`config.mk`:
```
export PLATFORM = sky130hd
export DESIGN_NAME = scope_cfg_top
export DESIGN_NICKNAME = d
export VERILOG_FILES = /design/src/hdl/scope_reg_pkg.sv /design/src/hdl/scope_bus_pkg.sv /design/src/hdl/scope_cfg_if.sv /design/src/hdl/scope_cfg_top.sv /design/src/hdl/scope_chan_link.sv /design/src/hdl/scope_reg_bank.sv /design/src/hdl/scope_bus_decode.sv
export SDC_FILE = /design/constraint.sdc
export NUM_CORES = 1
export LEC_CHECK = 0
export BUFFER_PORTS_ARGS = -buffer_cell sky130_fd_sc_hd__buf_2
export CAP_MARGIN = 10
export CELL_PAD_IN_SITES_DETAIL_PLACEMENT = 1
export CELL_PAD_IN_SITES_GLOBAL_PLACEMENT = 2
export CORE_MARGIN = 8
export CORE_UTILIZATION = 31
export CTS_CLUSTER_SIZE = 10
export DETAILED_ROUTE_END_ITERATION = 10
export PLACE_DENSITY = 0.9
export SYNTH_ARGS = -nofsm -noshare
export SYNTH_HDL_FRONTEND = slang
export SYNTH_SLANG_ARGS = --single-unit
```
`constraint.sdc`:
```
create_clock -name adc_clk_i -period 2.1 [get_ports adc_clk_i]
set_input_delay 0.21 -clock adc_clk_i [delete_from_list [all_inputs] [get_ports adc_clk_i]]
set_output_delay 0.21 -clock adc_clk_i [all_outputs]
set_load 0.01 [all_outputs]
```
`src/hdl/scope_reg_pkg.sv`:
```
// Register map of the scope configuration bank: selectors, offsets, field widths, reset values
package scope_reg_pkg;

  // Decoded register
  typedef enum logic [3:0] {
    SEL_CTRL      = 4'd0,
    SEL_TRG_SRC   = 4'd1,
    SEL_TRESH     = 4'd2,
    SEL_DLY       = 4'd3,
    SEL_DEC       = 4'd4,
    SEL_HYST      = 4'd5,
    SEL_ADC_STATE = 4'd6,
    SEL_TRG_STATE = 4'd7,
    SEL_NONE      = 4'd8
  } reg_sel_e;

  localparam int CHAN_STRIDE = 'h100;  // One block per channel

  localparam logic [7:0] OFS_CTRL      = 8'h00;  // Also adc state on read
  localparam logic [7:0] OFS_TRG_SRC   = 8'h04;
  localparam logic [7:0] OFS_TRESH     = 8'h08;
  localparam logic [7:0] OFS_DLY       = 8'h10;
  localparam logic [7:0] OFS_DEC       = 8'h14;
  localparam logic [7:0] OFS_HYST      = 8'h20;
  localparam logic [7:0] OFS_TRG_STATE = 8'h24;  // Block 0 only

  localparam int DEC_W  = 17;
  localparam int DLY_W  = 32;
  localparam int SRC_W  = 4;
  localparam int LANE_W = 8;  // Byte lane per channel in shared words

  localparam int CTRL_ARM_BIT   = 0;
  localparam int CTRL_RST_BIT   = 1;
  localparam int CTRL_KEEP_BIT  = 3;
  localparam int CTRL_INDEP_BIT = 5;

  localparam int               TRESH_RST = 5000;  // Negated on odd channels
  localparam int               HYST_RST  = 20;
  localparam logic [DEC_W-1:0] DEC_RST   = 17'd1;

  // Width of a channel index, at least one bit
  function automatic int chan_w(input int n_ch);
    return (n_ch > 1) ? $clog2(n_ch) : 1;
  endfunction

endpackage

```
`src/hdl/scope_bus_pkg.sv`:
```
// System bus widths and access kinds, shared by the scope configuration bank and its testbench
package scope_bus_pkg;

  localparam int BUS_AW = 20;  // Byte address seen by the bank
  localparam int BUS_DW = 32;

  // Kind of access carried through the pipeline
  typedef enum logic [1:0] {
    KIND_IDLE  = 2'd0,
    KIND_WRITE = 2'd1,
    KIND_READ  = 2'd2
  } bus_kind_e;

endpackage
```
`src/hdl/scope_cfg_if.sv`:
```
// Internal links of the scope configuration pipeline: decoded bus access and per-channel settings
`timescale 1ns/100ps

interface cfg_access_if #(
  parameter int N_CH = 2
) ();

  localparam int CH_W = scope_reg_pkg::chan_w(N_CH);

  scope_bus_pkg::bus_kind_e          kind;   // Not idle for one cycle per access
  scope_reg_pkg::reg_sel_e           sel;
  logic [CH_W-1:0]                   chan;
  logic [scope_bus_pkg::BUS_DW-1:0]  wdata;

  modport decode (output kind, output sel, output chan, output wdata);
  modport bank   (input  kind, input  sel, input  chan, input  wdata);

endinterface

interface chan_cfg_if #(
  parameter int N_CH = 2
) ();

  logic [N_CH-1:0]                           arm;      // Pulses
  logic [N_CH-1:0]                           acq_rst;
  logic [N_CH-1:0]                           trig_sw;
  logic [N_CH-1:0]                           new_src;
  logic [N_CH-1:0]                           we_keep;  // Levels
  logic [N_CH-1:0]                           indep;
  logic [N_CH-1:0][scope_reg_pkg::SRC_W-1:0] src;
  logic [N_CH-1:0][scope_reg_pkg::DLY_W-1:0] dly;
  logic [N_CH-1:0][scope_reg_pkg::DEC_W-1:0] dec;

  modport bank (output arm, output acq_rst, output trig_sw, output new_src, output we_keep,
                output indep, output src, output dly, output dec);
  modport link (input  arm, input  acq_rst, input  trig_sw, input  new_src, input  we_keep,
                input  indep, input  src, input  dly, input  dec);

endinterface

```
`src/hdl/scope_cfg_top.sv`:
```
// Top level of the scope configuration bank, system bus in and per-channel settings out
`timescale 1ns/100ps

module scope_cfg_top #(
  parameter int N_CH = 2,
  parameter int DW   = 14
) (
  input  logic                                      adc_clk_i,
  input  logic                                      adc_rstn_i,
  input  logic [scope_bus_pkg::BUS_AW-1:0]          sys_addr_i,
  input  logic [scope_bus_pkg::BUS_DW-1:0]          sys_wdata_i,
  input  logic                                      sys_wen_i,
  input  logic                                      sys_ren_i,
  output logic [scope_bus_pkg::BUS_DW-1:0]          sys_rdata_o,
  output logic                                      sys_ack_o,
  input  logic [scope_bus_pkg::BUS_DW-1:0]          adc_state_i,
  input  logic [scope_bus_pkg::BUS_DW-1:0]          trg_state_i,
  output logic [N_CH-1:0]                           arm_o,
  output logic [N_CH-1:0]                           acq_rst_o,
  output logic [N_CH-1:0]                           trig_sw_o,
  output logic [N_CH-1:0]                           we_keep_o,
  output logic [N_CH-1:0]                           new_src_o,
  output logic [N_CH*scope_reg_pkg::SRC_W-1:0]      src_o,
  output logic [N_CH*scope_reg_pkg::DLY_W-1:0]      dly_o,
  output logic [N_CH*scope_reg_pkg::DEC_W-1:0]      dec_o,
  output logic [N_CH-1:0]                           dec_is_one_o,
  output logic [N_CH-1:0]                           indep_mode_o,
  output logic [N_CH*DW-1:0]                        tresh_o,
  output logic [N_CH*DW-1:0]                        hyst_o
);

  cfg_access_if #(.N_CH(N_CH)) u_acc_if ();
  chan_cfg_if   #(.N_CH(N_CH)) u_cfg_if ();

  scope_bus_decode #(.N_CH(N_CH)) u_scope_bus_decode (
    .adc_clk_i   (adc_clk_i),
    .adc_rstn_i  (adc_rstn_i),
    .sys_addr_i  (sys_addr_i),
    .sys_wdata_i (sys_wdata_i),
    .sys_wen_i   (sys_wen_i),
    .sys_ren_i   (sys_ren_i),
    .acc_o       (u_acc_if.decode)
  );

  scope_reg_bank #(.N_CH(N_CH), .DW(DW)) u_scope_reg_bank (
    .adc_clk_i   (adc_clk_i),
    .adc_rstn_i  (adc_rstn_i),
    .acc_i       (u_acc_if.bank),
    .adc_state_i (adc_state_i),
    .trg_state_i (trg_state_i),
    .sys_rdata_o (sys_rdata_o),
    .sys_ack_o   (sys_ack_o),
    .tresh_o     (tresh_o),
    .hyst_o      (hyst_o),
    .cfg_o       (u_cfg_if.bank)
  );

  scope_chan_link #(.N_CH(N_CH)) u_scope_chan_link (
    .cfg_i        (u_cfg_if.link),
    .arm_o        (arm_o),
    .acq_rst_o    (acq_rst_o),
    .trig_sw_o    (trig_sw_o),
    .we_keep_o    (we_keep_o),
    .new_src_o    (new_src_o),
    .src_o        (src_o),
    .dly_o        (dly_o),
    .dec_o        (dec_o),
    .dec_is_one_o (dec_is_one_o),
    .indep_mode_o (indep_mode_o)
  );

endmodule

```
`src/hdl/scope_chan_link.sv`:
```
// Third stage of the scope configuration bank, gangs channels to channel 0 unless independent
`timescale 1ns/100ps

module scope_chan_link #(
  parameter int N_CH = 2
) (
  chan_cfg_if.link                                cfg_i,
  output logic [N_CH-1:0]                         arm_o,
  output logic [N_CH-1:0]                         acq_rst_o,
  output logic [N_CH-1:0]                         trig_sw_o,
  output logic [N_CH-1:0]                         we_keep_o,
  output logic [N_CH-1:0]                         new_src_o,
  output logic [N_CH*scope_reg_pkg::SRC_W-1:0]    src_o,
  output logic [N_CH*scope_reg_pkg::DLY_W-1:0]    dly_o,
  output logic [N_CH*scope_reg_pkg::DEC_W-1:0]    dec_o,
  output logic [N_CH-1:0]                         dec_is_one_o,
  output logic [N_CH-1:0]                         indep_mode_o
);

  localparam int SRC_W = scope_reg_pkg::SRC_W;
  localparam int DLY_W = scope_reg_pkg::DLY_W;
  localparam int DEC_W = scope_reg_pkg::DEC_W;
  localparam logic [DEC_W-1:0] DEC_ONE = {{(DEC_W-1){1'b0}}, 1'b1};

  for (genvar g = 0; g < N_CH; g++) begin : g_ch
    logic             gang;
    logic [DEC_W-1:0] dec_g;

    assign gang = (g != 0) && !cfg_i.indep[0];  // Channel 0 mode rules all

    assign arm_o[g]     = gang ? cfg_i.arm[0]     : cfg_i.arm[g];
    assign acq_rst_o[g] = gang ? cfg_i.acq_rst[0] : cfg_i.acq_rst[g];
    assign trig_sw_o[g] = gang ? cfg_i.trig_sw[0] : cfg_i.trig_sw[g];
    assign we_keep_o[g] = gang ? cfg_i.we_keep[0] : cfg_i.we_keep[g];
    assign new_src_o[g] = gang ? cfg_i.new_src[0] : cfg_i.new_src[g];

    assign src_o[g*SRC_W +: SRC_W] = gang ? cfg_i.src[0] : cfg_i.src[g];
    assign dly_o[g*DLY_W +: DLY_W] = gang ? cfg_i.dly[0] : cfg_i.dly[g];
    assign dec_g                   = gang ? cfg_i.dec[0] : cfg_i.dec[g];
    assign dec_o[g*DEC_W +: DEC_W] = dec_g;
    assign dec_is_one_o[g]         = (dec_g == DEC_ONE);  // Decimator bypass

    assign indep_mode_o[g] = cfg_i.indep[g];
  end

endmodule

```
`src/hdl/scope_reg_bank.sv`:
```
// Second pipeline stage of the scope configuration bank, holds settings and answers the bus
`timescale 1ns/100ps

module scope_reg_bank #(
  parameter int N_CH = 2,
  parameter int DW   = 14
) (
  input  logic                             adc_clk_i,
  input  logic                             adc_rstn_i,
  cfg_access_if.bank                       acc_i,
  input  logic [scope_bus_pkg::BUS_DW-1:0] adc_state_i,
  input  logic [scope_bus_pkg::BUS_DW-1:0] trg_state_i,
  output logic [scope_bus_pkg::BUS_DW-1:0] sys_rdata_o,
  output logic                             sys_ack_o,
  output logic [N_CH*DW-1:0]               tresh_o,
  output logic [N_CH*DW-1:0]               hyst_o,
  chan_cfg_if.bank                         cfg_o
);

  localparam logic [DW-1:0] TRESH_POS = DW'(scope_reg_pkg::TRESH_RST);
  localparam logic [DW-1:0] TRESH_NEG = DW'(-scope_reg_pkg::TRESH_RST);
  localparam logic [DW-1:0] HYST_INIT = DW'(scope_reg_pkg::HYST_RST);
  localparam logic [scope_reg_pkg::SRC_W-1:0] SRC_SW_TRIG =
    {{(scope_reg_pkg::SRC_W-1){1'b0}}, 1'b1};

  logic [N_CH-1:0][DW-1:0]                     tresh_q;
  logic [N_CH-1:0][DW-1:0]                     hyst_q;
  logic [N_CH-1:0][scope_reg_pkg::DLY_W-1:0]   dly_q;
  logic [N_CH-1:0][scope_reg_pkg::DEC_W-1:0]   dec_q;
  logic [N_CH-1:0][scope_reg_pkg::LANE_W-1:0]  lane;
  logic                                        is_wr;
  logic                                        ctrl_wr;
  logic                                        src_wr;

  assign lane    = acc_i.wdata[N_CH*scope_reg_pkg::LANE_W-1:0];
  assign is_wr   = (acc_i.kind == scope_bus_pkg::KIND_WRITE);
  assign ctrl_wr = is_wr && (acc_i.sel == scope_reg_pkg::SEL_CTRL);
  assign src_wr  = is_wr && (acc_i.sel == scope_reg_pkg::SEL_TRG_SRC);

  // Per-channel settings
  always_ff @(posedge adc_clk_i) begin
    if (!adc_rstn_i) begin
      for (int g = 0; g < N_CH; g++) begin
        tresh_q[g] <= (g % 2 == 0) ? TRESH_POS : TRESH_NEG;
        hyst_q[g]  <= HYST_INIT;
        dly_q[g]   <= '0;
        dec_q[g]   <= scope_reg_pkg::DEC_RST;
      end
    end else if (is_wr) begin
      case (acc_i.sel)
        scope_reg_pkg::SEL_TRESH: tresh_q[acc_i.chan] <= acc_i.wdata[DW-1:0];
        scope_reg_pkg::SEL_HYST:  hyst_q[acc_i.chan]  <= acc_i.wdata[DW-1:0];
        scope_reg_pkg::SEL_DLY:   dly_q[acc_i.chan]   <= acc_i.wdata[scope_reg_pkg::DLY_W-1:0];
        scope_reg_pkg::SEL_DEC:   dec_q[acc_i.chan]   <= acc_i.wdata[scope_reg_pkg::DEC_W-1:0];
        default: ;
      endcase
    end
  end

  // Command pulses, mode flags and acknowledge
  always_ff @(posedge adc_clk_i) begin
    if (!adc_rstn_i) begin
      cfg_o.arm     <= '0;
      cfg_o.acq_rst <= '0;
      cfg_o.trig_sw <= '0;
      cfg_o.new_src <= '0;
      cfg_o.we_keep <= '0;
      cfg_o.indep   <= '0;
      cfg_o.src     <= '0;
      sys_ack_o     <= 1'b0;
    end else begin
      sys_ack_o <= (acc_i.kind != scope_bus_pkg::KIND_IDLE);  // Unmapped too
      for (int g = 0; g < N_CH; g++) begin
        cfg_o.arm[g]     <= ctrl_wr && lane[g][scope_reg_pkg::CTRL_ARM_BIT];
        cfg_o.acq_rst[g] <= ctrl_wr && lane[g][scope_reg_pkg::CTRL_RST_BIT];
        cfg_o.trig_sw[g] <= src_wr && (lane[g][scope_reg_pkg::SRC_W-1:0] == SRC_SW_TRIG);
        cfg_o.new_src[g] <= src_wr && (|lane[g]);
        // An all-zero lane leaves that channel alone
        if (ctrl_wr && (|lane[g])) begin
          cfg_o.we_keep[g] <= lane[g][scope_reg_pkg::CTRL_KEEP_BIT];
          cfg_o.indep[g]   <= lane[g][scope_reg_pkg::CTRL_INDEP_BIT];
        end
        if (src_wr && (|lane[g])) begin
          cfg_o.src[g] <= lane[g][scope_reg_pkg::SRC_W-1:0];
        end
      end
    end
  end

  // Read data lines up with the acknowledge
  always_ff @(posedge adc_clk_i) begin
    case (acc_i.sel)
      scope_reg_pkg::SEL_TRESH:     sys_rdata_o <= scope_bus_pkg::BUS_DW'(tresh_q[acc_i.chan]);
      scope_reg_pkg::SEL_HYST:      sys_rdata_o <= scope_bus_pkg::BUS_DW'(hyst_q[acc_i.chan]);
      scope_reg_pkg::SEL_DLY:       sys_rdata_o <= scope_bus_pkg::BUS_DW'(dly_q[acc_i.chan]);
      scope_reg_pkg::SEL_DEC:       sys_rdata_o <= scope_bus_pkg::BUS_DW'(dec_q[acc_i.chan]);
      scope_reg_pkg::SEL_ADC_STATE: sys_rdata_o <= adc_state_i;
      scope_reg_pkg::SEL_TRG_STATE: sys_rdata_o <= trg_state_i;
      default:                      sys_rdata_o <= '0;  // Trigger source reads zero
    endcase
  end

  assign tresh_o   = tresh_q;
  assign hyst_o    = hyst_q;
  assign cfg_o.dly = dly_q;
  assign cfg_o.dec = dec_q;

endmodule

```
`src/hdl/scope_bus_decode.sv`:
```
// First pipeline stage of the scope configuration bank, turns bus strobes into decoded accesses
`timescale 1ns/100ps

module scope_bus_decode #(
  parameter int N_CH = 2
) (
  input  logic                             adc_clk_i,
  input  logic                             adc_rstn_i,
  input  logic [scope_bus_pkg::BUS_AW-1:0] sys_addr_i,
  input  logic [scope_bus_pkg::BUS_DW-1:0] sys_wdata_i,
  input  logic                             sys_wen_i,
  input  logic                             sys_ren_i,
  cfg_access_if.decode                     acc_o
);

  localparam int CH_W  = scope_reg_pkg::chan_w(N_CH);
  localparam int OFS_W = $clog2(scope_reg_pkg::CHAN_STRIDE);

  logic                             wen_q;
  logic                             ren_q;
  logic [scope_bus_pkg::BUS_AW-1:0] addr_q;
  logic [scope_bus_pkg::BUS_DW-1:0] wdata_q;
  logic [scope_bus_pkg::BUS_AW-OFS_W-1:0] blk;
  logic [OFS_W-1:0]                 ofs;
  logic                             blk_zero;
  logic                             blk_ok;
  scope_reg_pkg::reg_sel_e          sel_d;

  // Sample the raw access
  always_ff @(posedge adc_clk_i) begin
    if (!adc_rstn_i) begin
      wen_q <= 1'b0;
      ren_q <= 1'b0;
    end else begin
      wen_q <= sys_wen_i;
      ren_q <= sys_ren_i;
    end
    addr_q  <= sys_addr_i;
    wdata_q <= sys_wdata_i;
  end

  assign blk      = addr_q[scope_bus_pkg::BUS_AW-1:OFS_W];
  assign ofs      = addr_q[OFS_W-1:0];
  assign blk_zero = (blk == '0);
  assign blk_ok   = (blk < N_CH);  // Per-channel block exists

  always_comb begin
    sel_d = scope_reg_pkg::SEL_NONE;
    case (ofs)
      scope_reg_pkg::OFS_CTRL:      if (blk_zero) sel_d = wen_q ? scope_reg_pkg::SEL_CTRL
                                                                : scope_reg_pkg::SEL_ADC_STATE;
      scope_reg_pkg::OFS_TRG_SRC:   if (blk_zero) sel_d = scope_reg_pkg::SEL_TRG_SRC;
      scope_reg_pkg::OFS_TRG_STATE: if (blk_zero) sel_d = scope_reg_pkg::SEL_TRG_STATE;
      scope_reg_pkg::OFS_TRESH:     if (blk_ok)   sel_d = scope_reg_pkg::SEL_TRESH;
      scope_reg_pkg::OFS_DLY:       if (blk_ok)   sel_d = scope_reg_pkg::SEL_DLY;
      scope_reg_pkg::OFS_DEC:       if (blk_ok)   sel_d = scope_reg_pkg::SEL_DEC;
      scope_reg_pkg::OFS_HYST:      if (blk_ok)   sel_d = scope_reg_pkg::SEL_HYST;
      default:                      sel_d = scope_reg_pkg::SEL_NONE;
    endcase
  end

  // Decoded access, write wins over read
  always_ff @(posedge adc_clk_i) begin
    if (!adc_rstn_i) begin
      acc_o.kind <= scope_bus_pkg::KIND_IDLE;
    end else if (wen_q) begin
      acc_o.kind <= scope_bus_pkg::KIND_WRITE;
    end else if (ren_q) begin
      acc_o.kind <= scope_bus_pkg::KIND_READ;
    end else begin
      acc_o.kind <= scope_bus_pkg::KIND_IDLE;
    end
    acc_o.sel   <= sel_d;
    acc_o.chan  <= blk[CH_W-1:0];  // Zero for shared words
    acc_o.wdata <= wdata_q;
  end

endmodule

```
==> summary.txt <==
Final layout
  • Area growth syn-to-layout: 36.4%
  • Final nets: about 1,800
  • Most common cell after layout, fill and taps aside: nand2_1
  • Post-route cell area: between 0.015 and 0.02 mm²
  • Most frequent cells in the layout: nand2_1, buf_2, dfxtp_1, dlygate4sd3_1, a21boi_0
  • Fillers: between 4,000 and 5,000
  • Share of layout cells above drive strength 1: 34.3%
  • Finished Layout Cells: between 2,000 and 2,500
  • Layout Utilization: about 42%
  • Reg area: 0.00602 mm²
  • Multi-input gate area: between 0.005 and 0.006 mm²

Timing
  • Final worst-path setup slack: -132 ps
  • Fin. Hold Viols: 0
  • Worst-case headroom to the max-slew limit: 54.9%
  • Tcrit/Tclk final: 106%
  • Fin Clk Skew: around 16 ps
  • F_max: approximately 450 MHz
  • Setup violators final: 1
  • Tightest Pin Transition: about 670 ps
  • RSZ-0062 raised after global routing: true
  • Min Tclk post-route: 2230 ps
  • Max Slew Vio Count: 0
  • Setup TNS: -132 ps
  • WHS: 39.0 ps

Die
  • Die ar.: roughly 0.046 mm²
  • # IOs: 329
  • Starting density of the core: just over 30%
  • Num rows: 73
  • Die height: approximately 210 µm
  • Die W: about 210 µm
  • Core area: roughly 0.039 mm²

GRT
  • Largest net degree at the start of global routing: 60
  • First-pass GRT wire length: just under 80,000 µm
  • Initial antenna violation count: 5
  • M3 GR Usage: 4.85%
  • Overall routing resource usage: between 20% and 30%
  • Met1 Usage GRT: roughly 25%
  • Vias in the first global route: roughly 12,000
  • Grt met2 use: around 37%
  • GR peak layer: met2
  • Global route total overflow: 0

Synth
  • Post-synthesis net count: between 1,000 and 1,500
  • Synth Warn #: 0
  • Cell variety after synth: 60
  • Syn Inst Count: about 1,300
  • Post-synth EDFFs: 0
  • Number of synthesized register bits: 300
  • Syn Area/Cell: roughly 9.4 µm²
  • Ys async rst share: 0%
  • Area of the mapped netlist: between 0.01 and 0.015 mm²
  • Register area share after synthesis: 49.0%
  • Main flop type after synthesis: dfxtp_1

Power and ir drop
  • P_leak: between 7 and 8 nW
  • Final Power: 12.7 mW
  • Peak supply drop: ~0.00053 V
  • PD cells: 759 mW/mm²

Routing
  • Final wirelength: around 52,000 µm
  • Vias: ~11,000
  • Initial DRC count: approximately 560
  • Post-route DRC: 0
  • DR pass1 iterations: 5
  • Wirelength per Cell: about 23 µm
  • Post-route ant nets: 0
  • DR vias/cell: about 5.0

Clocking
  • H-tree Lvls: 2
  • CTS tree: yes
  • Clk Latency, worst-skew pair: about 550 ps
  • Clock Sink Count: 300
  • Clk slew on worst S/H paths: roughly 60 ps
  • Num CTS Buffers: 38
  • CTS Buffer Depth: 3
  • Clock root buffer: clkbuf_16

Worst setup path
  • Critical path data required time: around 1900 ps
  • CP startpoint: u_scope_reg_bank.cfg_o.dec[22]$_SDFFE_PN0P_
  • Critical-path maximum fanout: 4
  • FF-to-FF path depth: 4
  • Startpoint Class: flip-flop
  • Crit path DAT: slightly above 2000 ps
  • Flop2flop setup slack: 40 ps
  • Worst setup path end: dec_is_one_o[1]
  • Setup crit end kind: primary output
  • R2R Path End: u_scope_reg_bank.cfg_o.src[0]$_SDFFE_PN0P_
  • R2R Path Start: u_scope_bus_decode.acc_o.kind[0]$_SDFF_PN0_
  • Crit path kind: reg2out

Job
  • Total of max-cap violations: 0

Min path
  • Hold crit path type: in2reg

Placed design
  • Area of placed instances: approximately 0.014 mm²
  • Worst slack, placed: about 3.8 ps
  • Post-DP HPWL: about 36,000 µm
  • PortBufs: about 330
  • Placer Congestion: ~0.85
  • DP Cell Count: a little over 2,000

Status
  • Violated checks: negative setup slack
  • Status: finished with violations
Yosys cell counts, types with 9 or more instances:
| cell | number | area share (%) |
|---|---|---|
| buf_2 | 21 | 0.86 |
| buf_1 | 9 | 0.28 |
| o21ai_0 | 31 | 1.3 |
| mux2i_1 | 47 | 3.8 |
| buf_4 | 67 | 4.1 |
| a21boi_2 | 11 | 1.0 |
| a22oi_1 | 30 | 1.8 |
| nand2_2 | 9 | 0.46 |
| nor3_1 | 11 | 0.45 |
| o22ai_1 | 15 | 0.77 |
| nor2_1 | 17 | 0.52 |
| a21boi_0 | 94 | 5.8 |
| dfxtp_1 | 300 | 49 |
| nand2_1 | 334 | 10 |
| nand3_1 | 32 | 1.3 |
| clkbuf_1 | 55 | 1.7 |
| a221oi_1 | 14 | 1.0 |
| mux2_2 | 85 | 7.8 |
| a21boi_1 | 31 | 1.9 |
registers in the layout (all words and copies together) (netlist names), 4 cells and up:
name and flops:
u_scope_bus_decode.acc_o.sel 4, u_scope_reg_bank.cfg_o.src 8, u_scope_reg_bank.cfg_o.dec 34, u_scope_reg_bank.cfg_o.dly 64, u_scope_bus_decode.acc_o.wdata 32, u_scope_reg_bank.tresh_o 28
u_scope_reg_bank.hyst_o 28, u_scope_bus_decode.wdata_q 32, u_scope_bus_decode.addr_q 20, u_scope_reg_bank.sys_rdata_o 32
worst max-delay path, stage by stage (launching register included):
cell,delay (ps)
dfxtp_2,350
or4_4,560
nor4_4,160
a2bb2oi_2,90
nor3_2,150
buf_2,160
how the worst min path moves through the flow:
stage                                            from                                           to  slack, ps  cells after the start
2_1_floorplan                           sys_addr_i[0]         u_scope_bus_decode.addr_q[0]$_DFF_P_        240                      0
3_3_place_gp   u_scope_bus_decode.wdata_q[21]$_DFF_P_   u_scope_bus_decode.acc_o.wdata[21]$_DFF_P_        310                      0
3_5_place_dp   u_scope_bus_decode.wdata_q[20]$_DFF_P_   u_scope_bus_decode.acc_o.wdata[20]$_DFF_P_        310                      0
4_1_cts                               adc_state_i[16]  u_scope_reg_bank.sys_rdata_o[16]$_SDFF_PN0_         30                      3
5_1_grt                               adc_state_i[16]  u_scope_reg_bank.sys_rdata_o[16]$_SDFF_PN0_         50                      3
6_report                              adc_state_i[16]  u_scope_reg_bank.sys_rdata_o[16]$_SDFF_PN0_         40                      3
layout make-up:
class | count | share of cell area [%]
Antenna cell | 6 | 0.0898
Multi-Input combinational cell | 836 | 32.5
Sequential cell | 300 | 36.0
Clock buffer | 52 | 6.43
Clock inverter | 4 | 0.456
Inverter | 2 | 0.0449
Tap cell | 525 | 3.93
Timing Repair Buffer | 511 | 20.6
power by group:
part / switching, mW / leakage [nW] / internal, mW
logic: 0.277 / 4.25 / 0.343
clock network: 2.46 / 0.559 / 3.77
registers: 0.0638 / 2.45 / 5.78
total: 2.80 / 7.26 / 9.90
per-layer routing:
metal | part of all wire, % | wire [µm] | vias up
met5 | 0 | 0 | -
met4 | 5.0 | 2620 | 0
met3 | 5.1 | 2640 | 134
met2 | 49 | 25400 | 372
met1 | 41 | 21400 | 5487
li1 | - | - | 5140
what timing repair did:
item	CTS	global route
setup buffers	1	3
gates resized for setup	10	15
setup endpoints to repair	16	35
endpoints found under the hold margin	85	0
pin swaps	2	4
hold buffers	113	0
logic make-up (layout without fill, tap and decap cells):
| family | count (synthesis) | count (layout) | synth area share, % |
|---|---|---|---|
| AND/OR/NAND/NOR | 462 | 462 | 17.1 |
| AO/OA/AOI/OAI | 241 | 241 | 14.4 |
| XOR/XNOR | 1 | 1 | 0.0715 |
| other | 0 | 6 | 0 |
| flip-flops | 300 | 300 | 49.0 |
| buffers and inverters | 162 | 569 | 7.74 |
| multiplexers | 132 | 132 | 11.6 |
No activity file was read; power rests on OpenSTA's default activity.
